File: config.mk
export PLATFORM = sky130hd
export DESIGN_NAME = model_ram
export DESIGN_NICKNAME = d
export VERILOG_FILES = /design/src/rtl/glm_regs_pkg.sv /design/src/rtl/glm_fixed_pkg.sv /design/src/rtl/model_ram.sv
export SDC_FILE = /design/constraint.sdc
export NUM_CORES = 2
export LEC_CHECK = 0
export CAP_MARGIN = 20
export CORE_ASPECT_RATIO = 1.4
export CORE_MARGIN = 1
export CORE_UTILIZATION = 30
export CTS_CLUSTER_SIZE = 16
export DETAILED_ROUTE_END_ITERATION = 6
export DONT_BUFFER_PORTS = 1
export PLACE_DENSITY_LB_ADDON = 0.2
export SLEW_MARGIN = 15
export SYNTH_ARGS = -nofsm -noshare
export SYNTH_HDL_FRONTEND = slang
export SYNTH_SLANG_ARGS = --single-unit
File: constraint.sdc
create_clock -name clk -period 4.93 [get_ports clk]
set_input_delay 0.986 -clock clk [delete_from_list [all_inputs] [get_ports clk]]
set_output_delay 0.986 -clock clk [all_outputs]
set_load 0.01 [all_outputs]
File: src/rtl/glm_regs_pkg.sv
`default_nettype none

package glm_regs_pkg;

    // Model RAM geometry.
    localparam int model_depth = 64;
    localparam int addr_bits   = 6;

    typedef logic [addr_bits-1:0] addr_t;

    // One update instruction.
    typedef struct packed {
        addr_t       model_offset;
        logic [15:0] model_length;
        logic [15:0] num_iterations;
        logic        forward_enable;
    } update_regs_t;

endpackage

`default_nettype wire

File: src/rtl/glm_fixed_pkg.sv
`default_nettype none

package glm_fixed_pkg;

    // Line geometry.
    localparam int lanes_per_line = 4;
    localparam int lane_bits      = 16;

    // Signed Q8.8 values.
    localparam int frac_bits = 8;

    typedef logic signed [lane_bits-1:0] lane_t;

    // Lane 0 sits in the low bits.
    typedef lane_t [lanes_per_line-1:0] line_t;

    // Gradient shares the lane format.
    typedef logic signed [lane_bits-1:0] scalar_t;

endpackage

`default_nettype wire
File: src/rtl/model_ram.sv
`timescale 1ns/1ps
`default_nettype none

module model_ram
(
    input  logic                  clk,
    input  logic                  busy,
    input  logic                  host_we,
    input  glm_regs_pkg::addr_t   host_waddr,
    input  glm_fixed_pkg::line_t  host_wdata,
    input  logic                  eng_we,
    input  glm_regs_pkg::addr_t   eng_waddr,
    input  glm_fixed_pkg::line_t  eng_wdata,
    input  glm_regs_pkg::addr_t   raddr,
    output glm_fixed_pkg::line_t  rdata
);
    glm_fixed_pkg::line_t mem [glm_regs_pkg::model_depth];
    logic                 wr_en;
    glm_regs_pkg::addr_t  wr_addr;
    glm_fixed_pkg::line_t wr_data;

    // Engine owns the write port during a run.
    always_comb
    begin
        wr_en   = busy ? eng_we    : host_we;
        wr_addr = busy ? eng_waddr : host_waddr;
        wr_data = busy ? eng_wdata : host_wdata;
    end

    // Read before write on the same address.
    always_ff @(posedge clk)
    begin
        if (wr_en)
            mem[wr_addr] <= wr_data;
        rdata <= mem[raddr];
    end

endmodule

`default_nettype wire

Word-level counts from Yosys, hierarchy flattened

Memory sizes are Yosys's and may differ from the RTL's. A register that Yosys moved wholly into a read port is not among the register bits.
Cells that the tools add are included.

Mux-type cells: 5

Operators by type and width:

| cell    | number |
|---|---|
| $mux 64 | 1 |
| $mux 6  | 1 |
| $mux 1  | 3 |

Register bits: 0
Memory bits (writable): 4096
Input bits: 150
Output and inout port bits: 64
Logic and storage cells: 6
Memories kept: 1

Memories:

| memory | depth | bits a word | read ports | clocked after memory_dff | write ports | line            | RTL |
|---|---|---|---|---|---|---|---|
| mem    | 64    | 64          | 1          | 1                        | 1           | model_ram.sv:17 | `glm_fixed_pkg::line_t mem [glm_regs_pkg::model_depth];` |

Logic depth before layout (Yosys ltp)

Word-level depth: 3
Gate-level depth with buffers: 9
Gate-level depth less buffers: 4

Worst setup path after synthesis

OpenSTA, ideal clock, no wires.

Kind: input to register
From: input port busy
To: memory mem[10][0] in the netlist's numbering, enable pin
Library setup time: 0.487 ns
Arrival time: 4.780 ns
Required time: 4.443 ns
Setup slack: -0.336 ns
Stages: 7
Path buffers: 3
Path through: buf_2 -> buf_1 -> buf_2 -> nand2_1 -> o32ai_1 -> nand2_1 -> nor2_1

Longest elaborated chain between the ends: 3
Elaborated cells on any way between the ends: 4
Classes of those cells: mux (4)

RTL lines:

| element                      | line            | RTL |
|---|---|---|
| start, declared              | model_ram.sv:7  | `input logic busy,` |
| $mux 1                       | model_ram.sv:25 | `wr_en = busy ? eng_we : host_we;` |
| $mux 1                       | model_ram.sv:33 | `if (wr_en)` |
| $mux 1 (implied by the code) | model_ram.sv:34 | `mem[wr_addr] <= wr_data;` |
| end, declared                | model_ram.sv:17 |  |

Several ways; a longest one is shown, not always the timed one.

==> reports/qor.csv <==
metric;value;unit
Hold Crit Class;in2reg;
setup ws final;0.455;ns
DRT iter0 DRCs;7250;
clk sinks;4160;
number of synthesis warnings;0;
dpl hpwl;277000;um
clk buf depth;4;
Synth Cell Area;0.157;sq mm
main combinational cell family by area after synthesis;multiplexers;
gr ovfl total;0;
sequential area share after synthesis;79.2;%
register bit total from synthesis;4160;
IO Count;214;
Hold Buf Count CTS;0;
die height;858;um
initial antenna violation count;12;
Tmin final;4.47;ns
synth unique cells;36;
Synth Area in Compound Gates;2.78;%
relative slew slack;23.1;%
Finish-stage setup viols;0;
placed instance area;0.168;sq mm
Gate Count Post-Synth;6602;
DRC;0;
Filler cells;47800;
most numerous cell on the critical path;buf_16;
final core occ;34.9;%
routed wire length;507000;um
crit path capture type;register;
pre-CTS WS;-0.974;ns
Post-Synth Adder-Cell Area;0;%
Lkg Pwr;55.1;nW
drt pass-1 iters;5;
Core Area;0.520;sq mm
GRT Total Usage;19.0;%
crit-path max cell delay;0.58;ns
multiplexer area fraction after synthesis;15.8;%
Finished Layout Cells;14200;
fraction of layout cells with a size suffix above 1;28.2;%
H-tree depth;5;
Final Hold Vio Count;0;
WP data required;5.75;ns
Tot Pwr;73.5;mW
I/O Buffers;0;
most frequent cells in the layout;4096 x edfxtp_1, 1024 x mux4_2, 400 x clkbuf_16;
skew final;0.0391;ns
RSZ-0062 raised after global routing;no;
latest clock arrival within the worst-skew pair;0.96;ns
Post-synth ARST share;0;%
pwr/cell area;405;mW/mm^2
critical path launch point type;input pin;
wire per inst;35.7;um
worst path arrival time;5.29;ns
Initial Utilization;30.2;%
Crit Path Class;in2reg;
# nets final;7080;
clock-pin slew on the worst setup and hold paths;0.06;ns
Post-CTS Setup Inserts;0;
Worst Hold Path Cells;1;
Max FO, Critical Path;89;
pin count of the biggest net entering global routing;351;
max-capacitance violation count;0;
EDFF count, synth;4096;
vias per cell;5.22;
vias in the first global route;78600;
fin crit share;90.8;%
VDD IR max;283;uV
CTS tree;built;
R2R cell count;4;
Syn-to-layout area delta;15.8;%
Fin Hold WS;0.478;ns
CTS resizes;0;
Slew Viols, Final;0;
vias;74100;
# placed instances;13400;
run status;finished clean;
die span in x;613;um
cell breakdown of the critical path;buf_16 -> buf_16 -> buf_16 -> buf_16 -> buf_16 -> buf_16 -> mux4_2 -> mux2i_1 -> o22ai_1 -> o211a_1;
final instance area;0.182;sq mm
setup TNS;0;ns
XOR/XNOR Fraction of Synth Area;0;%
syn nets;6752;
most common cell after layout, fill and taps aside;edfxtp_1;
CP max stage cell;mux4_2;
Syn Area/Cell;23.8;sq um
root buffer cell;clkbuf_16;
CTS buffer count;391;
Max Clk Rate;0.223;GHz
antenna viol nets, final;0;
Die ar.;0.526;sq mm
global-route wire length before repair;683000;um
fraction of the mapped netlist area in simple logic gates;0.908;%
Final GP Congestion;0.753;
Cell Rows;313;
Slew @ Worst Pin;1.15;ns
dominant synthesized flop cell;edfxtp_1;
## metal layers
layer | vias to the layer above | GRT usage, % | part of all wire, %
met5 | - | 0 | 0
met4 | 0 | 5.42 | 2.9
met1 | 42000 | 22.4 | 38
met3 | 619 | 2.33 | 4.4
li1 | 29300 | - | -
met2 | 2182 | 35.7 | 55
## kinds of logic after synthesis
family	count (synthesis)
flip-flops	4160
multiplexers	1193
AO/OA/AOI/OAI	571
AND/OR/NAND/NOR	299
buffers and inverters	379
## worst paths after layout
check	endpoint	slack, ns	from
max	rdata[29]	0.46	raddr[0]
min	mem[37][51]	0.48	host_wdata[51]
max reg2reg	rdata[8]	3.00	mem[14][8]
min reg2reg	rdata[45]	0.82	mem[22][45]
## power by group
group	internal (mW)	leakage, nW	switching (mW)
Clock	16.9	6.11	13.3
Sequential	39.5	37.4	0.224
Combinational	1.32	11.6	2.34
## cell usage after synthesis, types with 4 or more instances
cell type  instances  share of area (%)
a211oi_1          63               0.30
a22oi_1          257                1.2
buf_1             22              0.053
buf_2            177               0.56
buf_4             43               0.21
buf_6             21               0.15
clkbuf_1         113               0.27
dfxtp_1           64               0.82
edfxtp_1        4096                 78
mux2_2            65               0.47
mux2i_1          104               0.66
mux4_2          1024                 15
nand2_1           23              0.055
nand2b_1          10              0.040
nand3_1          112               0.36
nand3b_1          21               0.10
nor2_1           114               0.27
nor2b_1            8              0.032
o211a_1           64               0.41
o221ai_1          46               0.26
o22ai_1          127               0.51
or3b_2             4              0.022
## cell type report
cell class / count / area (sq um) / share of cell area [%]
clock buffer: 503 / 10500 / 5.81
antenna: 15 / 37.5 / 0.0207
inverter: 2 / 7.51 / 0.00413
tap: 6930 / 8670 / 4.77
sequential: 4160 / 124000 / 68.4
timing repair buffer: 312 / 4840 / 2.67
multi-input combinational: 2063 / 31300 / 17.2
clock inverter: 204 / 1890 / 1.04
## worst max-delay path: cells and delay by family
family	cells	cell delay (ns)
compound gates	2	0.47
buf+inv	6	2.65
mux	2	0.77
## flip-flops by register name, indices dropped and copies added (netlist names)
register	count
rdata	64
mem	4096
Note: power is estimated with default switching activity, not from simulation.
