**src/rtl/glm_fixed_pkg.sv**
```systemverilog
`default_nettype none

package glm_fixed_pkg;

    // Line geometry.
    localparam int lanes_per_line = 4;
    localparam int lane_bits      = 16;

    // Signed Q8.8 values.
    localparam int frac_bits = 8;

    typedef logic signed [lane_bits-1:0] lane_t;

    // Lane 0 sits in the low bits.
    typedef lane_t [lanes_per_line-1:0] line_t;

    // Gradient shares the lane format.
    typedef logic signed [lane_bits-1:0] scalar_t;

endpackage

`default_nettype wire
```
**src/rtl/scalar_vector_mult.sv**
```systemverilog
`timescale 1ns/1ps
`default_nettype none

module scalar_vector_mult
(
    input  logic                   clk,
    input  logic                   reset,
    input  logic                   trigger,
    input  glm_fixed_pkg::scalar_t scalar,
    input  glm_fixed_pkg::line_t   vector,
    output logic                   result_valid,
    output glm_fixed_pkg::line_t   result
);
    logic signed [2*glm_fixed_pkg::lane_bits-1:0] prod [glm_fixed_pkg::lanes_per_line];
    logic [1:0]                                   valid_sr;

    // Valid travels beside the two data stages.
    always_ff @(posedge clk)
    begin
        if (reset)
            valid_sr <= 2'b00;
        else
            valid_sr <= {valid_sr[0], trigger};
    end

    assign result_valid = valid_sr[1];

    // Stage one, full width signed products.
    always_ff @(posedge clk)
    begin
        for (int i = 0; i < glm_fixed_pkg::lanes_per_line; i++)
            prod[i] <= scalar * vector[i];
    end

    // Stage two drops the extra fraction bits and wraps to one lane.
    always_ff @(posedge clk)
    begin
        for (int i = 0; i < glm_fixed_pkg::lanes_per_line; i++)
            result[i] <= glm_fixed_pkg::lane_t'(prod[i] >>> glm_fixed_pkg::frac_bits);
    end

endmodule

`default_nettype wire

```
**config.mk**
```make
export PLATFORM = sky130hd
export DESIGN_NAME = scalar_vector_mult
export DESIGN_NICKNAME = d
export VERILOG_FILES = /design/src/rtl/glm_fixed_pkg.sv /design/src/rtl/scalar_vector_mult.sv
export SDC_FILE = /design/constraint.sdc
export NUM_CORES = 2
export LEC_CHECK = 0
export BUFFER_PORTS_ARGS = -buffer_cell sky130_fd_sc_hd__buf_2
export CELL_PAD_IN_SITES_DETAIL_PLACEMENT = 0
export CELL_PAD_IN_SITES_GLOBAL_PLACEMENT = 1
export CORE_ASPECT_RATIO = 1.4
export CORE_UTILIZATION = 51
export CTS_CLUSTER_DIAMETER = 30
export DETAILED_ROUTE_END_ITERATION = 12
export GPL_ROUTABILITY_DRIVEN = 0
export PLACE_DENSITY = 0.95
export SLEW_MARGIN = 0
export SYNTH_ARGS = -nofsm -noshare
export SYNTH_HDL_FRONTEND = slang
export SYNTH_SLANG_ARGS = --single-unit
```
**constraint.sdc**
```tcl
create_clock -name clk -period 6.1 [get_ports clk]
set_clock_uncertainty 0.1 [all_clocks]
set_input_delay 0 -clock clk [delete_from_list [all_inputs] [get_ports clk]]
set_output_delay 0 -clock clk [all_outputs]
set_load 0.05 [all_outputs]
```
### Word level (Yosys, flattened, before mapping)

Memories as Yosys holds them, arrays and structs flattened. A register that Yosys moved wholly into a read port is not among the register bits.
Index checks and enable logic that the tools add are counted.

* multiply operators: 4

Operators with widths (count)
* 16-bit by 16-bit multiplier with 32-bit output: 4

* bits of input ports: 83
* bits in registers: 2
* memories: 1
* RAM bits: 128
* logic and storage cells: 6

Memory list
* prod: words 4, bits a word 32, rd ports 4, clocked after memory_dff 4, wr ports 4, RTL line scalar_vector_mult.sv:14 `logic signed [2*glm_fixed_pkg::lane_bits-1:0] prod [glm_fixed_pkg::lanes_per_line];`

### Depth between registers and ports, before layout

* depth in word-level cells: 1
* mapped depth: 24
* mapped depth without buffers: 22

### Worst setup path before layout

No wires, ideal clock.

* path kind: input to register
* start point: input port scalar[13]
* end point: memory prod[3][23] (netlist bit)
* slack: 0.517 ns
* setup time: 0.121 ns
* required time: 5.879 ns
* arrival: 5.362 ns
* path buffers: 2
* stages: 21
* cells stage by stage: clkbuf_1 -> clkbuf_1 -> nand2_1 -> fa_1 -> fa_1 -> inv_1 -> fa_1 -> inv_1 -> fa_1 -> fa_1 -> fa_1 -> inv_1 -> ha_1 -> nand2_1 -> o21ai_0 -> o211ai_1 -> o2111ai_1 -> nand2_1 -> o2111ai_1 -> a21oi_1 -> xnor2_1

RTL lines
* start: declaration: RTL line scalar_vector_mult.sv:9 `input glm_fixed_pkg::scalar_t scalar,`
* end: declaration: RTL line scalar_vector_mult.sv:14

==> flow_metrics.env <==
export IMPL_portBuffers=147
export IMPL_dp_cells=4430
export IMPL_hold_start="vector[1]"
export IMPL_cts_resized=0
export IMPL_place_ws_ns=0.0356
export IMPL_grt_total_usage_pct=26.4
export IMPL_synth_most_common_cell="inv_1"
export IMPL_synth_distinct_cells=46
export IMPL_fin_cells=4466
export IMPL_synthCells=3540
export IMPL_final_setup_worst_slack_ns=0.519
export IMPL_cp_required_ns=6.37
export IMPL_postCtsHoldBufs=3
export IMPL_die_h_um=300
export IMPL_synth_common_cells="inv_1 (958), fa_1 (744), and2_1 (443), nand2_1 (443), ha_1 (280)"
export IMPL_setup_viol=0
export IMPL_period_share_pct=91.5
export IMPL_cp_slowest_cell="fa_1"
export IMPL_postCtsSetupBuffers=0
export IMPL_overflow=0
export IMPL_postSynthAreaPerCell_um2=9.12
export IMPL_clkTransAtPathRegs_ns=0.06
export IMPL_core_um2=62300
export IMPL_slew_headroom_pct=55.8
export IMPL_r2r_start="valid_sr[0]$_SDFF_PP0_"
export IMPL_routed_wl_mm=78.3
export IMPL_grt_pass1_wl_mm=131
export IMPL_drtIter0Drc=1241
export IMPL_dieArea_um2=64300
export IMPL_nFillCells=5510
export IMPL_hpwlAfterDp_mm=63.2
export IMPL_synth_top_flop_cell="dfxtp_1"
export IMPL_synth_top_area_cell="fa_1"
export IMPL_critical_path_cell_chain="buf_2 -> buf_4 -> and2_1 -> fa_1 -> inv_1 -> fa_1 -> inv_1 -> fa_1 -> fa_1 -> fa_1 -> inv_1 -> fa_1 -> inv_1 -> ha_1 -> and3_1 -> o211ai_1 -> a21oi_1 -> nor3_1 -> o21ai_0 -> a31oi_1 -> xnor2_1"
export IMPL_critPathMostFrequentCell="fa_1"
export IMPL_numCtsBuffers=17
export IMPL_antenna_found_initial=5
export IMPL_yosys_warnings=0
export IMPL_r2r_end="valid_sr[1]$_SDFF_PP0_"
export IMPL_wl_per_cell_um=17.5
export IMPL_crit_end="prod[2][23]$_DFF_P_"
export IMPL_r2r_slack_ns=5.49
export IMPL_synth_area_leaders="fa_1 (46%), inv_1 (11%), ha_1 (11%)"
export IMPL_synth_seq_cells=130
export IMPL_remaining_drc_errors=0
export IMPL_fin_crit_ns=5.58
export IMPL_top_level_ports=148
export IMPL_drive_above_1_share_pct=7.17
export IMPL_placed_area_um2=34200
export IMPL_status="completed"
export IMPL_start_kind="input pin"
export IMPL_htree_levels=4
export IMPL_crit_path_end_kind="flip-flop"
export IMPL_hold_viol_final=0
export IMPL_die_w_um=215
export IMPL_async_reset_ff_share_pct=0
export IMPL_synth_top_area_share_pct=46.2
export IMPL_area_growth_pct=8.00
export IMPL_path_max_fanout=19
export IMPL_rsz0062_at_grt="no"
export IMPL_arrival_ns=5.85
export IMPL_grt_max_degree=43
export IMPL_num_vias=23200
export IMPL_slowest_delay_ns=0.55
export IMPL_ys_seq_area_share_pct=8.07
export IMPL_critical_path_class="in -> reg"
export IMPL_clock_sinks=130
export IMPL_reg2reg_depth=1
export IMPL_drt_pass1_iterations=5
export IMPL_worstMarginPinSlew_ns=0.663
export IMPL_cp_startpoint="scalar[10]"
export IMPL_fmaxAchievable_ghz=0.179
export IMPL_syn_area_um2=32300
export IMPL_maxSlewViolCount=0
export IMPL_viasPerCell=5.19
export IMPL_cts_buffer_depth=2
export IMPL_worstSkewPairLatency_ns=0.50
export IMPL_ant_nets=0
export IMPL_root_buffer="clkbuf_16"
export IMPL_synth_edf_count=0
export IMPL_grt_pass1_vias=25900
export IMPL_fin_tns_setup_ns=0
export IMPL_rows=108
export IMPL_start_util_pct=51.8
export IMPL_cap_violations=0
export IMPL_syn_nets=4647
export IMPL_fin_nets=4734
export IMPL_cts_tree="built"
export IMPL_hp_class="in -> reg"
export IMPL_finish_instance_area_um2=34800
## kinds of logic (layout without fill, tap and decap cells)
| group | count (synthesis) | after routing | synth area share [%] |
|---|---|---|---|
| buffers and inverters | 1118 | 1217 | 13.0 |
| adders and majority gates | 1024 | 1024 | 57.0 |
| and+or+nand+nor | 1008 | 1008 | 15.6 |
| xor gates and xnor gates | 147 | 147 | 3.99 |
| DFF | 130 | 130 | 8.07 |
| AOI/OAI and AO/OA | 113 | 113 | 2.28 |
| other | 0 | 2 | 0 |
## worst max-delay path, delay by kind of cell
family	cells	cell delay, ns
AND/OR/NAND/NOR	3	0.49
adder cells (fa/ha/maj)	7	3.13
XOR/XNOR	1	0.15
buffers and inverters	6	1.02
AO/OA/AOI/OAI	4	1.04
## registers in the layout, summed over array words and instances (netlist names)
register and count:
result 64, prod 64, valid_sr 2
## placed cells by master, fill, tap and decap left out, types with 4 or more instances in the layout
master and n:
inv_1 958, fa_1 744, and2_1 443, nand2_1 443
ha_1 280, buf_2 147, dfxtp_1 130, xnor2_1 117
buf_4 63, nor2_1 53, a21oi_1 34, xor2_1 30
nor3_1 17, o21ai_0 17, clkbuf_16 17, nand2b_1 15
buf_12 14, o21a_1 13, a21o_1 12, nand4_1 10
nand3_1 9, nor2b_1 7, o21bai_1 5, a31oi_1 5
o2111ai_1 4, o211ai_1 4, bufinv_16 4, clkinvlp_4 4
## routing by layer
| metal | track usage, % | share of wire (%) | vias to the layer above |
|---|---|---|---|
| li1 | - | - | 10200 |
| met1 | 30.4 | 37 | 11900 |
| met2 | 48.1 | 53 | 821 |
| met3 | 4.01 | 5.9 | 231 |
| met4 | 12.2 | 4.1 | 10 |
| met5 | 0 | 0.077 | - |
## area by class of cell
cell class	instances	area [um^2]	share of cell area, %
antenna	2	5.00	0.0144
clock buffer	19	443	1.27
clock inverter	12	181	0.521
inverter	959	3600	10.3
multi-input combinational	2292	25500	73.1
sequential	130	2600	7.47
tap	825	1030	2.96
timing repair buffer	227	1520	4.36
## how the worst min path moves through the flow
| stage | depth (start not counted) | slack (ns) | to |
|---|---|---|---|
| after global placement | 2 | 0.08 | valid_sr[1]$_SDFF_PP0_ |
| final | 5 | 0.09 | prod[0][8]$_DFF_P_ |
| after detailed placement | 2 | 0.07 | valid_sr[0]$_SDFF_PP0_ |
| after floorplan | 1 | -0.03 | valid_sr[0]$_SDFF_PP0_ |
| after global routing | 3 | 0.10 | valid_sr[1]$_SDFF_PP0_ |
| after CTS | 3 | 0.05 | valid_sr[1]$_SDFF_PP0_ |
## through the flow
step | utilization [%] | hold slack (ns)
after floorplan | - | -0.0284
after global placement | 54.9 | 0.0765
after detailed placement | 54.9 | 0.0750
after CTS | 55.9 | 0.0478
after global routing | 55.9 | 0.102
final | 55.9 | 0.0939
Power is left out: the tool's default activity adds up to more than one toggle a clock period on the data nets, which glitch-free logic cannot reach.
