## config.mk

```make
export PLATFORM = sky130hd
export DESIGN_NAME = line_fifo
export DESIGN_NICKNAME = d
export VERILOG_FILES = /design/src/rtl/line_fifo.sv
export SDC_FILE = /design/constraint.sdc
export NUM_CORES = 1
export LEC_CHECK = 0
export ABC_CLOCK_PERIOD_IN_PS = 2730
export BUFFER_PORTS_ARGS = -buffer_cell sky130_fd_sc_hd__clkbuf_2
export CAP_MARGIN = 10
export CORE_ASPECT_RATIO = 2
export CORE_MARGIN = 2
export CORE_UTILIZATION = 55
export DETAILED_ROUTE_END_ITERATION = 10
export PLACE_DENSITY_LB_ADDON = 0.15
export SLEW_MARGIN = 20
export SYNTH_ARGS = -nofsm -noshare
export SYNTH_HDL_FRONTEND = slang
export SYNTH_SLANG_ARGS = --single-unit
```

## constraint.sdc

```tcl
create_clock -name clk -period 2.73 [get_ports clk]
set_input_delay 0.273 -clock clk [delete_from_list [all_inputs] [get_ports clk]]
set_output_delay 0.273 -clock clk [all_outputs]
set_load 0.01 [all_outputs]
```

## src/rtl/line_fifo.sv

```systemverilog
`timescale 1ns/1ps
`default_nettype none

module line_fifo
#(
    parameter type payload_t = logic [15:0],
    parameter int  depth     = 16
)
(
    input  logic     clk,
    input  logic     reset,
    input  logic     we,
    input  payload_t wdata,
    input  logic     re,
    output payload_t rdata,
    output logic     empty,
    output logic     full
);
    payload_t                 mem [depth];
    logic [$clog2(depth)-1:0] wr_ptr;
    logic [$clog2(depth)-1:0] rd_ptr;
    logic [$clog2(depth):0]   count;
    logic                     do_write;
    logic                     do_read;

    assign empty = (count == '0);
    // Depth is a power of two, so the top count bit means full.
    assign full  = count[$clog2(depth)];

    // Overflowing writes and underflowing reads are dropped.
    assign do_write = we && !full;
    assign do_read  = re && !empty;

    always_ff @(posedge clk)
    begin
        if (reset)
        begin
            wr_ptr <= '0;
            rd_ptr <= '0;
            count  <= '0;
        end
        else
        begin
            if (do_write)
                wr_ptr <= wr_ptr + 1'b1;
            if (do_read)
                rd_ptr <= rd_ptr + 1'b1;
            case ({do_write, do_read})
                2'b10:   count <= count + 1'b1;
                2'b01:   count <= count - 1'b1;
                default: count <= count;
            endcase
        end
    end

    // Storage and output register.
    always_ff @(posedge clk)
    begin
        if (do_write)
            mem[wr_ptr] <= wdata;
        if (do_read)
            rdata <= mem[rd_ptr];
    end

endmodule

`default_nettype wire

```

* Yosys cells after proc, flatten, opt, wreduce, memory -nomap -nowiden
Memory sizes are Yosys's and may differ from the RTL's. A register that Yosys moved wholly into a read port is not among the register bits.
Index checks and enable logic that the tools add are counted.
** Operators by class
- Bitwise logic cells :: 0
- Shift operators :: 0
- Reduce and logical (&&, ||, !) cells :: 6
- Add/subtract/negate cells :: 4
- Order comparisons :: 0
- Divide/modulo/power cells :: 0
- Muxes and demuxes :: 3
- Equal/unequal tests :: 2
- Multipliers :: 0
** Operator list (number)
- $pmux W5 S2 :: 1
- $add A4 B1 Y4 const B :: 2
- $add A5 B1 Y5 const B :: 1
- $logic_not A5 Y1 :: 1
- $sub A5 B1 Y5 const B :: 1
- $eq A2 B1 Y1 const B :: 1
- $eq A2 B2 Y1 const B :: 1
- $logic_and A1 B1 Y1 :: 2
- $logic_not A1 Y1 :: 2
- $mux W1 :: 2
- $reduce_bool A2 Y1 :: 1
** Word-level totals
- Memories kept :: 1
- Bits in read-only memories :: 0
- RAM bits :: 256
- Bits in latches :: 0
- Logic and storage cells :: 19
- Flip-flop bits (word level) :: 13
** Memory list
- mem :: words 16, bits a word 16, read ports 1, clocked after memory_dff 1, write ports 1, RTL line 19 : payload_t mem [depth];

* Longest topological paths before layout
- Depth after elaboration :: 5
- Gate-level depth with buffers :: 10
- Mapped depth without buffers :: 10

* Worst setup path before layout
OpenSTA, ideal clock, no wires.
- Path type :: register -> register
- From :: reg count[0]
- To :: reg count[4]
- Cell stages (with the launch flop) :: 10
- Library setup time :: 123 ps
- Clock period less this slack :: 2801 ps
- Data required time :: 2607 ps
- Data arrival time :: 2678 ps
- Setup slack :: -71 ps
- Cell sequence :: dfxtp_1 > or4_4 > o21ai_2 > inv_1 > ha_1 > ha_1 > nand2b_1 > a21oi_1 > mux2i_1 > mux2_1
** Between the ends
- Cells in the longest elaborated chain, start to end :: 5
- Elaborated cells on any way between the ends :: 9
- Those cells by class :: 2 x add/sub; 2 x eq/ne; 1 x mux; 4 x reduce/logical
** Ends and longest elaborated chain
- from (decl) :: RTL line 22 : logic [$clog2(depth):0] count;
- from (signal assigned) :: RTL line 49 : 2'b10: count <= count + 1'b1;
- from (signal assigned) :: RTL line 50 : 2'b01: count <= count - 1'b1;
- from (signal assigned) :: RTL line 51 : default: count <= count;
- $logic_not A5 Y1 (*) :: RTL line 26 : assign empty = (count == '0);
- $logic_not A1 Y1 (*) :: RTL line 32 : assign do_read = re && !empty;
- $logic_and A1 B1 Y1 (*) :: RTL line 32
- named net do_read :: RTL line 24 : logic do_read;
- $eq A2 B1 Y1 or $eq A2 B2 Y1 (tied branches) :: RTL line 48 : case ({do_write, do_read})
- $pmux W5 S2 or $reduce_bool A2 Y1 (tied branches)
The timed path passes the listed nets; every way through them passes the cells marked *.
A chain may end at the register's enable or synchronous reset.

* Worst setup path after layout
- From :: reg count[0]
- To :: reg count[3]
Same word-level chain as after synthesis.

==> impl_metrics.csv <==
group,metric,value,unit
layout,utilization,0.644,
layout,final_cell_area,12500,um^2
synth,synthSimpleGateAreaFrac,0.0300,
synth,synth_top_family_by_area,"multiplexers",
synth,synth_warnings,0,
pwr,ir_drop,0.626,mV
synth,syn_inst,518,
layout,layout.nets,625,
drt,routedWlPerCell,25.9,um
die,fp.dieW,104,um
min_path,hp-class,"primary input to flop",
cts,clk_pin_slew,70,ps
grt,track_usage,0.223,
job,maxCapViolCount,0,
setup_path,worst-setup-path-type,"flop to flop",
synth,synth_compound_area_frac,0.0272,
cts,clkSinkCount,285,
synth,syn_area,10900,um^2
grt,met1_usage,0.277,
setup_path,start_kind,"flop",
grt,grt_pass1_wl,33.9,mm
grt,grt_max_degree,68,
cts,htreeDepth,1,
drt,drtIter0Drc,393,
die,die_h,203,um
place,portBuffers,37,
sta,period_share,0.974,
grt,grt_pass1_vias,5571,
die,num_io_pins,38,
sta,fin_skew,14.4,ps
sta,worst_pin_slew,510,ps
drt,first_pass_iters,4,
synth,synthMuxAreaShare,0.135,
sta,setup_viol_count_final,0,
sta,drv_slew,0,
grt,use_met2,0.401,
cts,cts_buffer_depth,3,
sta,fmax,376,MHz
die,start_util,0.562,
setup_path,critPathArrivalTime,3060,ps
status,outcome,"complete, no violations",
cts,cts_tree,"built",
die,rows,72,
setup_path,critical_path.endpoint_type,"flop",
pwr,p_leak,4.05,nW
sta,relSlewSlack,0.660,
layout,seqCellArea,8430,um^2
drt,routed_via_density,5.98,
synth,yosysSeqAreaShare,0.774,
place,placed_area,11700,um^2
sta,fin_crit,2660,ps
synth,synth_nets,548,
sta,holdWs,140,ps
layout,drive_above_1_share,0.326,
drt,wl,22.6,mm
drt,vias,5217,
setup_path,critPathRequiredTime,3130,ps
synth,synth_fa_ha_area_frac,0.0122,
drt,drc_errors,0,
sta,fin_setup_tns,0,ps
setup_path,worstPathMaxFanout,5,
place,post-dp-hpwl,13.6,mm
synth,synth_cell_types,32,
pwr,pwr_density_cell,842,nW/um^2
grt,gr-usage-met3,0.0260,
synth,synth-xor-area-share,0.00643,
cts,cts_inserted_buffers,24,
synth,syn_area_per_cell,21.0,um^2
grt,grt.busiest_layer,"met2",
cts,clkLatencyLatePin,530,ps
place,dp_worst_setup_slack,-31.4,ps
layout,multiInputGateArea,2390,um^2
layout,n_fill_cell,1315,
die,die_area,21000,um^2
sta,fin_ws,70.9,ps
synth,ys_seq_elements,285,
layout,area_growth,14.5,%
layout,diodes,0,
grt,overflow,0,
sta,hold_viol_final,0,
cts,cts_root_buf,"clkbuf_16",
drt,drtAntennaViolNets,0,
die,core,19400,um^2
grt,antenna_found_initial,0,
place,gp_congestion,0.771,
-- worst max-delay path, stage by stage (launching register included) --
cell and delay (ps):
dfxtp_2 340, or4_4 560, o21ai_4 200, clkinvlp_4 140, ha_4 200, ha_1 300, a21o_1 200, a21oi_2 150
nor4_1 70, or3_1 390
-- cells in the final DEF, fill, tap and decap left out, types with 5 or more instances in the layout --
master | Yosys | final
clkinvlp_4 | 0 | 5
clkbuf_1 | 12 | 10
a22oi_1 | 32 | 32
clkbuf_2 | 0 | 37
xor2_1 | 7 | 7
nor2_1 | 34 | 22
mux4_2 | 64 | 64
clkbuf_16 | 0 | 25
buf_4 | 1 | 36
dfxtp_1 | 13 | 10
inv_1 | 7 | 6
nor2_2 | 0 | 12
ha_1 | 9 | 7
edfxtp_1 | 272 | 272
nand2_1 | 22 | 22
-- cells in the mapped netlist --
cell type	number	area, um^2
nand4_1	1	6.26
edfxtp_1	272	8170
a22oi_1	32	240
nand2b_1	3	18.8
xnor2_1	1	8.76
a21o_1	1	7.51
dfxtp_1	13	260
mux2i_1	2	20.0
and2_1	1	6.26
a21oi_1	5	25.0
nor2b_1	4	25.0
buf_4	1	7.51
and3_1	1	6.26
or4_4	1	11.3
buf_1	4	15.0
clkbuf_1	12	45.0
fa_1	1	20.0
o21ai_2	1	8.76
ha_1	9	113
nor2_1	34	128
buf_6	4	45.0
xor2_1	7	61.3
mux4_2	64	1440
o211ai_1	2	15.0
mux2_1	1	11.3
inv_1	7	26.3
or3_1	1	6.26
nor4bb_1	1	10.0
nand2_1	22	82.6
nor3_1	4	20.0
buf_2	5	25.0
nor4_1	1	6.26
-- per-layer routing --
| metal | vias to the layer above | share of wire |
|---|---|---|
| met5 | - | 0 |
| met4 | 0 | 0.033 |
| met3 | 51 | 0.055 |
| met2 | 175 | 0.55 |
| met1 | 2728 | 0.36 |
| li1 | 2263 | - |
-- report_power, final --
part | internal, mW | total [mW] | leakage [nW] | switching [mW]
Combinational | 0.919 | 1.92 | 1.13 | 1.00
Clock | 1.84 | 3.29 | 0.354 | 1.45
Sequential | 5.12 | 5.28 | 2.57 | 0.162
Total | 7.89 | 10.5 | 4.05 | 2.62
-- layout make-up --
cell class              instances  share of cell area
repair buffers                 77              0.0429
multi-input cells             200               0.192
well taps                     259              0.0260
clock inverters                 7             0.00552
clock buffers                  37              0.0554
inverters                       7             0.00241
flip-flops and latches        285               0.676
-- logic make-up after synthesis --
logic type	after synthesis
buffers and inverters	33
AND/OR/NAND/NOR	74
adder cells (fa/ha/maj)	10
XOR/XNOR	8
multiplexers	67
flip-flops	285
AO/OA/AOI/OAI	41
-- stage by stage --
step	power, mW	cells
final	10.5	872
after global routing	10.9	872
after CTS	10.5	869
after detailed placement	7.26	824
after global placement	7.20	824
after floorplan	6.58	518
-- flip-flops by register name (all words and copies together), names as in the netlist --
name,cells
mem,256
rdata,16
count,5
rd_ptr,4
wr_ptr,4
-- repair_timing --
action / 4_1_cts / 5_1_grt
setup endpoints to repair: 1 / 1
hold buffers: 0 / 0
resized for setup: 0 / 2
buffers inserted: 1 / 3
pin swaps: 1 / 2
cloned: 0 / 0
-- worst paths after layout --
kind                      endpoint             startpoint  cells after the start  slack, ps
min           mem[6][10]$_DFFE_PP_              wdata[10]                      1        140
max reg2reg  count[3]$_SDFFE_PP0P_  count[0]$_SDFFE_PP0P_                      9         70
max          count[3]$_SDFFE_PP0P_  count[0]$_SDFFE_PP0P_                      9         70
min reg2reg  count[0]$_SDFFE_PP0P_  count[0]$_SDFFE_PP0P_                      2        550
No activity file was read; power rests on OpenSTA's default activity.
