File: src/rtl/glm_regs_pkg.sv
`default_nettype none

package glm_regs_pkg;

    // Model RAM geometry.
    localparam int model_depth = 64;
    localparam int addr_bits   = 6;

    typedef logic [addr_bits-1:0] addr_t;

    // One update instruction.
    typedef struct packed {
        addr_t       model_offset;
        logic [15:0] model_length;
        logic [15:0] num_iterations;
        logic        forward_enable;
    } update_regs_t;

endpackage

`default_nettype wire

File: src/rtl/update_config.sv
`timescale 1ns/1ps
`default_nettype none

module update_config
(
    input  logic                       clk,
    input  logic                       reset,
    input  logic                       op_start,
    input  glm_regs_pkg::update_regs_t regs,
    input  logic                       finish,
    output logic                       launch,
    output glm_regs_pkg::update_regs_t cfg,
    output logic                       busy,
    output logic                       op_error,
    output logic                       op_done
);
    logic [16:0] range_end;
    logic        regs_bad;
    logic        accept;

    // Widened so the sum cannot wrap.
    always_comb
    begin
        range_end = 17'(regs.model_offset) + 17'(regs.model_length);
        regs_bad  = (regs.model_length == '0) || (regs.num_iterations == '0) ||
                    (range_end > 17'(glm_regs_pkg::model_depth));
        accept    = op_start && !busy && !regs_bad;
    end

    always_ff @(posedge clk)
    begin
        if (reset)
        begin
            launch   <= 1'b0;
            busy     <= 1'b0;
            op_error <= 1'b0;
            op_done  <= 1'b0;
        end
        else
        begin
            launch   <= accept;
            op_error <= op_start && !busy && regs_bad;
            op_done  <= finish;
            if (finish)
                busy <= 1'b0;
            else if (accept)
                busy <= 1'b1;
        end
    end

    // Instruction stays put for the whole run.
    always_ff @(posedge clk)
    begin
        if (accept)
            cfg <= regs;
    end

endmodule

`default_nettype wire

File: config.mk
export PLATFORM = sky130hd
export DESIGN_NAME = update_config
export DESIGN_NICKNAME = d
export VERILOG_FILES = /design/src/rtl/glm_regs_pkg.sv /design/src/rtl/update_config.sv
export SDC_FILE = /design/constraint.sdc
export NUM_CORES = 1
export LEC_CHECK = 0
export CORE_MARGIN = 5
export CORE_UTILIZATION = 55
export DETAILED_ROUTE_END_ITERATION = 12
export DONT_BUFFER_PORTS = 1
export PLACE_DENSITY_LB_ADDON = 0.08
export SLEW_MARGIN = 20
export SYNTH_ARGS = -nofsm -noshare
export SYNTH_HDL_FRONTEND = slang
export SYNTH_SLANG_ARGS = --single-unit
File: constraint.sdc
create_clock -name clk -period 5.6 [get_ports clk]
set_input_delay 1.12 -clock clk [delete_from_list [all_inputs] [get_ports clk]]
set_output_delay 1.12 -clock clk [all_outputs]
set_load 0.005 [all_outputs]
Word-level counts from Yosys, hierarchy flattened --
Index checks and enable logic that the tools add are counted.
Storage, ports and cells: register bits after elaboration 43, output and inout port bits 43
Operators by class: add/sub/neg operators 1, magnitude comparators 1, reduce and logical (&&, ||, !) cells 10
Operator list (number):
- 16-bit logical NOT | 2
- 6-bit by 16-bit adder with 17-bit output | 1
- 17-bit by 7-bit > comparator with 1-bit output, second input constant | 1
- 1-bit logical AND | 3
- 1-bit logical NOT | 2
- 1-bit logical OR | 2
- 2-bit OR reduction | 1

Depth between registers and ports, before layout --
depth after elaboration 5, depth in mapped cells 8, gate-level depth less buffers 8

Worst setup path after synthesis --
No wires, ideal clock.
path kind input port to flip-flop, start point in regs[17] (netlist name), end point reg cfg[0] (netlist name), enable pin, library setup time 458 ps, arrival 4982 ps, data required time 5142 ps, slack 160 ps, cell stages on the path 8, path buffers 0, cell sequence ha_1 fa_1 a21o_1 a2111oi_4 a21oi_2 o32ai_2 nand2_2 nor4_2
On the way: word-level cells in the longest chain between the ends 5, elaborated cells on any way between the ends 7
Ends and longest elaborated chain:
- from (decl) | line update_config.sv:9 | input glm_regs_pkg::update_regs_t regs,
- 6-bit by 16-bit adder with 17-bit output or 16-bit logical NOT (tied branches) | line update_config.sv:24, update_config.sv:25
- 17-bit by 7-bit > comparator with 1-bit output or 1-bit logical OR (tied branches) | line update_config.sv:26, update_config.sv:25
- 1-bit logical OR * | line update_config.sv:25 | regs_bad = (regs.model_length == '0) || (regs.num_iterations == '0) ||
- 1-bit logical NOT * | line update_config.sv:27 | accept = op_start && !busy && !regs_bad;
- 1-bit logical AND * | line update_config.sv:27
- net accept | line update_config.sv:19 | logic accept;
- to (signal assigned) | line update_config.sv:55 | cfg <= regs;
- to (decl) | line update_config.sv:12 | output glm_regs_pkg::update_regs_t cfg,
The timed path passes the listed nets; every way through them passes the cells marked *. A chain may end at the register's enable or synchronous reset.

Final worst setup path --
start point in regs[17] (netlist name), end point reg cfg[37] (netlist name), enable pin
The elaborated chain is that of the path after synthesis.

==> impl_metrics.env <==
export IMPL_timing_worst_setup_path_type="input port to flip-flop"
export IMPL_critical_path_startpoint_type="input port"
export IMPL_ff2ff_path_depth=3
export IMPL_cpMaxStageDelayCell="buf_4"
export IMPL_initial_core_util_pct=57.8
export IMPL_synth_top_cells_by_area="edfxtp_1, dfxtp_1, ha_1, nor4_1, o21ai_0"
export IMPL_seq_area_frac_synth_pct=63.9
export IMPL_final_min_clock_period_ns=3.57
export IMPL_hold_violations=0
export IMPL_syn2layout_area_growth_pct=5.11
export IMPL_grt_util_all_layers_pct=16.6
export IMPL_dp_final_hpwl_mm=3.09
export IMPL_critical_path_max_stage_delay_ns=0.45
export IMPL_reg2reg_to="cfg[37]"
export IMPL_num_fill_cells=262
export IMPL_static_leakage_power_nw=0.670
export IMPL_timing_hold_worst_endpoint="busy"
export IMPL_clk_latency_ns=0.34
export IMPL_run_status="finished, final reports clean"
export IMPL_grt_pass1_vias=1232
export IMPL_numCtsBuffers=5
export IMPL_multi_input_area_sq_um=678
export IMPL_synth_cell_types=45
export IMPL_internal_power_w=0.000423
export IMPL_finClkSkew_ns=0.00559
export IMPL_clkTransAtPathRegs_ns=0.12
export IMPL_maxSlewViolCount=0
export IMPL_cts_sinks=43
export IMPL_number_of_iterations_in_the_first_detailed_routing_pass=5
export IMPL_pwr_density_cell_nw_per_um2=265
export IMPL_post_synth_cell_area_avg_sq_um=13.9
export IMPL_grt_overflow_total=0
export IMPL_die_area_sq_um=4860
export IMPL_placed_standard_cell_area_sq_um=2010
export IMPL_cp_arrival_ns=3.56
export IMPL_worst_setup_path_end_kind="flip-flop"
export IMPL_synth_nets=191
export IMPL_setup_tns_final_ns=0
export IMPL_clock_tree_buffer_depth=2
export IMPL_syn_cell_area_sq_um=1960
export IMPL_power_share_switching_pct=22.6
export IMPL_share_of_total_power_in_sequential_cells_pct=64.2
export IMPL_rows=21
export IMPL_route_detailed_drc=0
export IMPL_worst_slew_margin_rel_pct=67.1
export IMPL_holdBufCountCts=0
export IMPL_fraction_of_post_synthesis_cell_area_in_the_top_cell_type_by_area_pct=59.8
export IMPL_clkPwrFrac_pct=25.5
export IMPL_clock_fmax_mhz=280
export IMPL_finalSetupViolCount=0
export IMPL_crit_path_cell_trace="ha_1 -> fa_1 -> a21o_1 -> a2111oi_4 -> a21oi_2 -> o32ai_2 -> nand2_2 -> nor4_4 -> buf_4"
export IMPL_hold_path_depth=2
export IMPL_gp_routability_congestion=0.849
export IMPL_number_of_top_level_pins=86
export IMPL_resized_cells_post_cts=0
export IMPL_worstPathRequired_ns=5.59
export IMPL_dr_first_iter_drc_count=56
export IMPL_max_slew_worst_pin_slew_ns=0.493
export IMPL_synthFlopType="edfxtp_1"
export IMPL_post_cts_setup_buffers=0
export IMPL_cts_h_tree_depth=2
export IMPL_seq_area_sq_um=1250
export IMPL_slack_of_the_worst_reg_to_reg_path_ns=4.10
export IMPL_postSynth_asyncResetShare_pct=0
export IMPL_vias=1246
export IMPL_min_delay_start="busy"
export IMPL_pwr_share_comb_pct=10.4
export IMPL_tritoncts_clock_tree="yes"
export IMPL_number_of_enable_flip_flop_cells_after_synthesis=39
export IMPL_worstHoldPathType="flip-flop to flip-flop"
export IMPL_final_min_period_over_clock_period_pct=63.7
export IMPL_setup_repair_after_global_routing_missed_its_margin="false"
export IMPL_crit_fanout=39
export IMPL_clk_root_buffer_cell="clkbuf_4"
export IMPL_stdcell_area_sq_um=2060
export IMPL_r2r_start="busy"
export IMPL_finalNetCount=196
export IMPL_largest_net_degree_at_the_start_of_global_routing=40
export IMPL_ys_seq_elements=43
export IMPL_crit_start="regs[17]"
export IMPL_peakVddDrop_mv=0.131
export IMPL_post_synth_inst_count=141
export IMPL_synth_area_leader_cell="edfxtp_1"
export IMPL_yosys_warnings=0
export IMPL_grt_pass1_wl_mm=6.35
export IMPL_max_cap_viol_count=0
export IMPL_antenna_found_initial=0
export IMPL_fp_dieW_um=69.7
export IMPL_antenna_diode_count=0
export IMPL_ant_nets=0
export IMPL_port_buffers=0
export IMPL_placeable_core_region_sq_um=3390
export IMPL_avgRoutedWirePerCell_um=21.0
export IMPL_die_outline_height_um=69.7
export IMPL_avgViaCountPerCell=6.46
export IMPL_drive_above_1_share_pct=12.2
export IMPL_detail_route_wirelength_mm=4.04
export IMPL_p_sw_w=0.000124
==> flip-flops by register name, summed over array words and instances, names as in the netlist <==
signal and flops:
cfg 39, busy 1, launch 1, op_done 1
op_error 1
==> layout by cell type (no fill, tap or decap), drive strengths merged, types with 2 or more instances in the layout <==
cell type   n
a211oi      2
a21o        3
a21oi       7
a31oi       2
clkbuf      6
dfxtp       4
edfxtp     39
ha          6
inv         3
mux2i       2
nand2       6
nand2b      3
nand3       4
nand4       4
nor2        9
nor3        5
nor4        8
o21a        2
o21ai       8
xor2        3
==> per-layer routing <==
metal	track usage, %	wire [um]
met1	19.4	1530
met2	27.2	1980
met3	7.39	467
met4	5.53	70
met5	0	0
==> cells in the mapped netlist, drive strengths merged (4+ instances only) <==
cell type,instances
a21oi,7
dfxtp,4
edfxtp,39
ha,6
nand2,6
nand3,4
nand4,4
nor2,9
nor3,5
nor4,8
o21ai,8
==> layout make-up <==
| cell class | instances | share of cell area, % |
|---|---|---|
| clock buffers | 6 | 2.00 |
| clock inverters | 2 | 0.608 |
| inverters | 3 | 0.547 |
| multi-input cells | 92 | 32.9 |
| flip-flops and latches | 43 | 60.8 |
| well taps | 46 | 2.79 |
| repair buffers | 1 | 0.365 |
==> worst max path at each step <==
| stage | to | cells past startpoint |
|---|---|---|
| floorplan | cfg[0] | 8 |
| global placement | cfg[38] | 9 |
| detailed placement | cfg[13] | 9 |
| CTS | cfg[17] | 9 |
| global route | cfg[15] | 9 |
| finish | cfg[37] | 9 |
==> power by group through the flow <==
stage	clock network [W]	logic (W)	registers, W
2_1_floorplan	0	0.0000484	0.000358
3_3_place_gp	0	0.0000548	0.000358
3_5_place_dp	0	0.0000560	0.000358
4_1_cts	0.000145	0.0000564	0.000350
5_1_grt	0.000157	0.0000630	0.000351
6_report	0.000139	0.0000567	0.000350
==> critical path, delay by kind of cell <==
family,cells,cell delay [ns]
compound gates,4,0.94
fa+ha+maj,2,0.65
buf+inv,1,0.45
simple gates,2,0.39
==> cells by family after synthesis <==
| kind of cell | Yosys count | synth area share (%) |
|---|---|---|
| flops | 43 | 63.9 |
| mux | 2 | 1.02 |
| simple gates | 42 | 12.1 |
| fa+ha+maj | 7 | 4.85 |
| compound gates | 38 | 14.9 |
| xor+xnor | 3 | 1.34 |
| buf+inv | 6 | 1.98 |
==> through the flow <==
step | total power [W] | util, % | worst slack (ns) | hold slack (ns) | cells
6_report | 0.000546 | 60.8 | 2.03 | 0.499 | 193
5_1_grt | 0.000570 | 60.8 | 1.91 | 0.525 | 193
4_1_cts | 0.000552 | 60.8 | 2.04 | 0.507 | 193
3_5_place_dp | 0.000414 | 59.2 | 1.67 | 0.494 | 185
3_3_place_gp | 0.000413 | 59.2 | 1.74 | 0.481 | 185
2_1_floorplan | 0.000406 | - | 0.160 | 0.457 | 141
Power figures use the tool's default switching activity.
