<file path="config.mk">
export PLATFORM = sky130hd
export DESIGN_NAME = glm_update
export DESIGN_NICKNAME = d
export VERILOG_FILES = /design/src/rtl/glm_regs_pkg.sv /design/src/rtl/glm_fixed_pkg.sv /design/src/rtl/glm_update.sv
export SDC_FILE = /design/constraint.sdc
export NUM_CORES = 1
export LEC_CHECK = 0
export BUFFER_PORTS_ARGS = -buffer_cell sky130_fd_sc_hd__buf_2
export CAP_MARGIN = 0
export CELL_PAD_IN_SITES_DETAIL_PLACEMENT = 0
export CELL_PAD_IN_SITES_GLOBAL_PLACEMENT = 1
export CORE_ASPECT_RATIO = 0.7
export CORE_MARGIN = 4
export CORE_UTILIZATION = 42
export DETAILED_ROUTE_END_ITERATION = 8
export PLACE_DENSITY = 0.95
export SYNTH_ARGS = -nofsm -noshare
export SYNTH_HDL_FRONTEND = slang
export SYNTH_SLANG_ARGS = --single-unit
</file>
<file path="constraint.sdc">
create_clock -name clk -period 9.5 [get_ports clk]
set_clock_uncertainty 0.1 [all_clocks]
set_input_delay 1.9 -clock clk [delete_from_list [all_inputs] [get_ports clk]]
set_output_delay 1.9 -clock clk [all_outputs]
set_load 0.02 [all_outputs]
</file>
<file path="src/rtl/glm_regs_pkg.sv">
`default_nettype none

package glm_regs_pkg;

    // Model RAM geometry.
    localparam int model_depth = 64;
    localparam int addr_bits   = 6;

    typedef logic [addr_bits-1:0] addr_t;

    // One update instruction.
    typedef struct packed {
        addr_t       model_offset;
        logic [15:0] model_length;
        logic [15:0] num_iterations;
        logic        forward_enable;
    } update_regs_t;

endpackage

`default_nettype wire

</file>
<file path="src/rtl/glm_fixed_pkg.sv">
`default_nettype none

package glm_fixed_pkg;

    // Line geometry.
    localparam int lanes_per_line = 4;
    localparam int lane_bits      = 16;

    // Signed Q8.8 values.
    localparam int frac_bits = 8;

    typedef logic signed [lane_bits-1:0] lane_t;

    // Lane 0 sits in the low bits.
    typedef lane_t [lanes_per_line-1:0] line_t;

    // Gradient shares the lane format.
    typedef logic signed [lane_bits-1:0] scalar_t;

endpackage

`default_nettype wire
</file>
<file path="src/rtl/glm_update.sv">
`timescale 1ns/1ps
`default_nettype none

module glm_update
(
    input  logic                       clk,
    input  logic                       reset,
    input  logic                       launch,
    input  glm_regs_pkg::update_regs_t cfg,
    input  logic                       sample_empty,
    input  glm_fixed_pkg::line_t       sample_rdata,
    input  logic                       gradient_empty,
    input  glm_fixed_pkg::scalar_t     gradient_rdata,
    input  logic                       mult_valid,
    input  glm_fixed_pkg::line_t       mult_result,
    input  glm_fixed_pkg::line_t       model_rdata,
    output logic                       sample_re,
    output logic                       gradient_re,
    output logic                       mult_trigger,
    output glm_fixed_pkg::scalar_t     mult_scalar,
    output glm_fixed_pkg::line_t       mult_vector,
    output glm_regs_pkg::addr_t        model_raddr,
    output logic                       model_we,
    output glm_regs_pkg::addr_t        model_waddr,
    output glm_fixed_pkg::line_t       model_wdata,
    output logic                       forward_we,
    output glm_fixed_pkg::line_t       forward_wdata,
    output logic                       finish
);
    typedef enum logic {st_idle, st_running} state_t;

    state_t               state;
    logic [15:0]          req_cnt;
    logic [15:0]          fetch_cnt;
    logic [15:0]          prod_cnt;
    logic [15:0]          write_cnt;
    logic [15:0]          perf_iter;
    logic [15:0]          fin_iter;
    logic                 first_line;
    logic                 last_write;
    logic                 sub_valid;
    glm_fixed_pkg::line_t sub_result;

    // First line of an iteration also pops the gradient.
    always_comb
    begin
        first_line = (req_cnt == '0);
        sample_re  = 1'b0;
        if (state == st_running && !sample_empty)
        begin
            if (first_line)
                sample_re = !gradient_empty;
            else
                sample_re = (req_cnt < cfg.model_length);
        end
        gradient_re = sample_re && first_line;
        last_write  = sub_valid && (write_cnt == cfg.model_length - 16'd1) &&
                      (fin_iter == cfg.num_iterations - 16'd1);
    end

    // Popped gradient holds in the FIFO output register all iteration.
    assign mult_scalar = gradient_rdata;
    assign mult_vector = sample_rdata;

    always_ff @(posedge clk)
    begin
        if (reset)
        begin
            state        <= st_idle;
            mult_trigger <= 1'b0;
            sub_valid    <= 1'b0;
            model_we     <= 1'b0;
            forward_we   <= 1'b0;
            finish       <= 1'b0;
        end
        else
        begin
            mult_trigger <= sample_re;
            sub_valid    <= mult_valid;
            model_we     <= sub_valid;
            forward_we   <= sub_valid && cfg.forward_enable;
            // Finish lines up with the last write enable.
            finish       <= last_write;
            if (state == st_idle && launch)
                state <= st_running;
            else if (last_write)
                state <= st_idle;
        end
    end

    // Line and iteration counters, cleared between runs.
    always_ff @(posedge clk)
    begin
        if (reset || state == st_idle)
        begin
            req_cnt   <= '0;
            fetch_cnt <= '0;
            prod_cnt  <= '0;
            write_cnt <= '0;
            perf_iter <= '0;
            fin_iter  <= '0;
        end
        else
        begin
            if (sample_re)
                req_cnt <= req_cnt + 16'd1;

            if (mult_trigger)
                fetch_cnt <= (fetch_cnt == cfg.model_length - 16'd1) ? '0 : fetch_cnt + 16'd1;

            // Last product back, so the next iteration may start popping.
            if (mult_valid)
            begin
                prod_cnt <= prod_cnt + 16'd1;
                if (prod_cnt == cfg.model_length - 16'd1)
                begin
                    prod_cnt  <= '0;
                    perf_iter <= perf_iter + 16'd1;
                    if (perf_iter != cfg.num_iterations - 16'd1)
                        req_cnt <= '0;
                end
            end

            if (sub_valid)
            begin
                write_cnt <= write_cnt + 16'd1;
                if (write_cnt == cfg.model_length - 16'd1)
                begin
                    write_cnt <= '0;
                    fin_iter  <= fin_iter + 16'd1;
                end
            end
        end
    end

    // Model fetch, lane-wise wrapping subtract and write-back data.
    always_ff @(posedge clk)
    begin
        if (mult_trigger)
            model_raddr <= cfg.model_offset + glm_regs_pkg::addr_t'(fetch_cnt);
        if (mult_valid)
        begin
            for (int i = 0; i < glm_fixed_pkg::lanes_per_line; i++)
                sub_result[i] <= model_rdata[i] - mult_result[i];
        end
        model_wdata <= sub_result;
        model_waddr <= cfg.model_offset + glm_regs_pkg::addr_t'(write_cnt);
    end

    // Forwarded lines are the written lines.
    assign forward_wdata = model_wdata;

endmodule

`default_nettype wire

</file>
* After elaboration in Yosys (flattened, before gate mapping) *
Cells that the tools add are included.

word-level totals
  register bits after elaboration = 242
  input port bits = 253
  output and inout port bits = 226
  logic and storage cells = 67

operators by class
  add/subtract/negate cells = 14
  magnitude comparators = 1
  eq/ne operators = 5
  muxes and demuxes = 11
  bitwise gates (word level) = 1
  reduce and logical (&&, ||, !) cells = 13

operators with widths
  operator                                             count
  two-way mux 16 bit                                   7
  adder 16 x 1 -> 16 bit (second input constant)       6
  equality test 16 bit                                 4
  subtractor 16 bit                                    4
  subtractor 16 x 1 -> 16 bit (second input constant)  2
  logical NOT 16 bit                                   1
  less-than comparator 16 bit                          1
  inequality test 16 bit                               1
  adder 6 bit                                          2
  logical AND 1 bit                                    6
  two-way mux 1 bit                                    4
  AND reduction 2 bit                                  2
  logical NOT 1 bit                                    2
  nonzero test 2 bit                                   1
  logical OR 1 bit                                     1
  inverter 1 bit                                       1

* Depth between registers and ports, before layout *
  depth after elaboration = 7
  mapped depth = 13
  mapped depth without buffers = 10

* Worst setup path before layout *
No wires, ideal clock.

  path type = input to output
  start = input port cfg[22] (netlist name)
  end = output port sample_re
  arrival = 3.882 ns
  data required time = 7.500 ns
  path slack = 3.618 ns
  stages = 11
  buffers on the path = 3
  cell sequence = buf_1 -> inv_1 -> ha_1 -> a21o_1 -> nand3_1 -> nand3_1 -> a21oi_1 -> o31ai_1 -> clkbuf_1 -> clkbuf_1 -> inv_1

on the way
  longest elaborated chain between the ends = 3

RTL lines
  element                      RTL line          RTL
  from (decl)                  glm_update.sv:9   input glm_regs_pkg::update_regs_t cfg,
  less-than comparator 16 bit  glm_update.sv:54  sample_re = (req_cnt < cfg.model_length);
  two-way mux 1 bit            glm_update.sv:51  if (first_line)
  two-way mux 1 bit            glm_update.sv:49  if (state == st_running && !sample_empty)
  to (decl)                    glm_update.sv:17  output logic sample_re,

No other way between the ends.

* Worst setup path in the final report *
  start = input port cfg[30] (netlist name)
  end = output port sample_re

Same word-level chain as after synthesis.

==> results.toml <==
[grt]
use_met2_pct = 32.2
grt_max_degree = 60
grt_pass1_vias = 12300
antenna_found_initial = 4
grt_pass1_wl_um = 67300
use_met3_pct = 6.84
met1_usage_pct = 27.9
grt.overflow.total = 0
grtUsageTotal_pct = 20.8
grt-busiest-layer = "met2"

[setup_path]
crit_path_end_kind = "primary output"
critPathTopFamily = "compound AO/OA/AOI/OAI gates"
ff2ff_path_depth = 7
r2r_start = "write_cnt[3]$_SDFFE_PP0P_"
arrival_ns = 3.84
reg2reg_slack_ns = 5.64
crit_chain = "buf_2, inv_1, ha_1, a21o_1, a21oi_1, o211ai_1, o21ai_0, o31ai_4, buf_4, inv_1, buf_2"
r2r_end = "write_cnt[11]$_SDFFE_PP0P_"
crit_type = "input port to primary output"
cp.required_ns = 7.50
critPathMaxFanout = 30
crit_path_max_incr_delay_ns = 0.37
start_kind = "input port"
cp_slowest_cell = "o21ai_0"
cp_num_buf_inv = 5

[synth]
yosysSeqAreaShare_pct = 35.6
synth.largest_area_cell = "dfxtp_1"
yosys-top-cells-count = "dfxtp_1, buf_4, inv_1"
synth_area_leaders = "dfxtp_1, edfxtp_1, ha_1"
synth.cell_area_um2 = 15600
syn-num-nets = 2034
yosysTopAreaCellShare_pct = 22.1
avgSynthCellArea_um2 = 9.28
yosysMostFrequentCell = "dfxtp_1"
synth_top_flop_cell = "dfxtp_1"
yosys_warnings = 0
ys_ff_latch = 242
synth_cells = 1681
synth-edff-count = 70
ys_types = 84
ys_async_sr_fraction_pct = 0

[clocking]
cts.clk_slew.worst_paths_ns = 0.07
cts-root-buf = "clkbuf_16"
cts_resized = 0
cts_tree = "done"
hold_buffers = 0
cts_setup_buffers = 0
clock-sinks = 242
cts_made_buffers = 26
worstSkewPairLatency_ns = 0.56
htreeDepth = 1
cts_buffer_depth = 3

[timing]
layout_setup_ws_ns = 3.66
final_hold_viol_count = 0
max_freq_ghz = 0.171
rsz0062_at_grt = "false"
drv_slew = 0
worst_pin_slew_ns = 1.07
slew_headroom_pct = 28.3
timing.final.crit_share_pct = 61.5
fin_crit_ns = 5.84
setup-violations-final = 0
setup_tns_ns = 0

[final_layout]
fill_cells = 3462
final_util_pct = 47.9
final_layout_size_suffix_gt1_share_pct = 21.8
syn2layout_area_growth_pct = 11.5
finalNetCount = 2190

[status]
outcome = "finished, final reports clean"

[placed_design]
hpwl_um = 34500
place_ws_ns = 3.50
port_buffers = 318
place_congestion = 0.997

[floorplanning]
coreArea_um2 = 36300
rows = 58
die_x_um = 238
die_area_um2 = 40300
dieHeight_um = 169
start_util_pct = 43.0
io_pins = 479

[routing]
wl_per_cell_um = 18.7
post-route-drc-count = 0
detail-route-antenna-nets = 0
dr.pass1.iters = 5
routed_wl_um = 43900
vias = 12700
viasPerCell = 5.43
drt_iter0_drc = 989

[power_and_ir_drop]
leakage_nw = 7.30
ir_drop_uv = 114
p_total_w = 0.00280
power_density_nw_per_um2 = 161

[worst_hold_path]
worst_hold_startpoint = "sub_result[0]$_DFFE_PP_"
whs_path_depth = 0
hold_class = "flip-flop to flip-flop"
holdPathEnd = "forward_wdata[0]$_DFF_P_"

[flow_run]
drv_cap = 0
-- metrics by stage --
| step | area [um2] | hold slack (ns) | instances |
|---|---|---|---|
| 2_1_floorplan | 15600 | 0.223 | 1681 |
| 3_3_place_gp | 16500 | 0.224 | 2289 |
| 3_5_place_dp | 16500 | 0.227 | 2289 |
| 4_1_cts | 17400 | 0.234 | 2337 |
| 5_1_grt | 17400 | 0.238 | 2339 |
| 6_report | 17400 | 0.235 | 2340 |
-- layout by cell type, fill, tap and decap left out, types with 38 or more instances in the layout --
cell,Yosys,layout
dfxtp_1,172,172
xnor2_1,129,129
nor2_1,110,110
nor3_1,38,38
xor2_1,55,55
inv_1,140,140
nand3_1,59,59
buf_2,10,317
a21oi_1,43,43
edfxtp_1,70,70
nand2_1,90,90
ha_1,94,94
-- cells by family (layout without fill, tap and decap cells) --
family	count (synthesis)	in the layout	synth area share (%)
mux	22	22	1.41
compound gates	239	239	11.3
other cells	0	3	0
fa+ha+maj	100	100	8.31
flops	242	242	35.6
xor+xnor	199	199	12.5
buf+inv	335	511	11.8
simple gates	544	544	19.1
-- routing by layer --
layer	wire, um	part of all wire, %
met4	1250	2.9
met2	19400	44
met5	25	0.057
met3	4210	9.6
met1	19000	43
-- report_power, final --
group | total [W] | switching [W] | internal (W)
clock network | 0.00103 | 0.000450 | 0.000578
registers | 0.00121 | 0.0000466 | 0.00117
logic | 0.000563 | 0.000347 | 0.000217
total | 0.00280 | 0.000843 | 0.00196
-- how the worst max path moves through the flow --
| stage | from | end | cells past startpoint |
|---|---|---|---|
| after global routing | cfg[30] | sample_re | 11 |
| after detailed placement | cfg[17] | write_cnt[9]$_SDFFE_PP0P_ | 10 |
| final | cfg[30] | sample_re | 11 |
| after global placement | cfg[24] | req_cnt[13]$_SDFF_PP0_ | 9 |
| after CTS | cfg[30] | sample_re | 11 |
| after floorplan | cfg[22] | sample_re | 11 |
-- final cells by class --
| cell class | instances | area, um2 | share of cell area, % |
|---|---|---|---|
| Tap cell | 480 | 601 | 3.45 |
| Timing Repair Buffer | 323 | 1630 | 9.38 |
| Antenna cell | 3 | 7.51 | 0.0432 |
| Multi-Input combinational cell | 1104 | 8240 | 47.3 |
| Sequential cell | 242 | 5550 | 31.9 |
| Clock buffer | 32 | 693 | 3.98 |
| Clock inverter | 16 | 158 | 0.906 |
| Inverter | 140 | 526 | 3.02 |
-- sequential cells by signal, indices dropped and copies added, names as in the netlist --
register	flops
sub_valid	1
forward_we	1
fin_iter	16
forward_wdata	64
req_cnt	16
fetch_cnt	16
write_cnt	16
model_we	1
perf_iter	16
prod_cnt	16
mult_trigger	1
finish	1
model_waddr	6
sub_result	64
model_raddr	6
state	1
(Power assumes the default switching activity.)
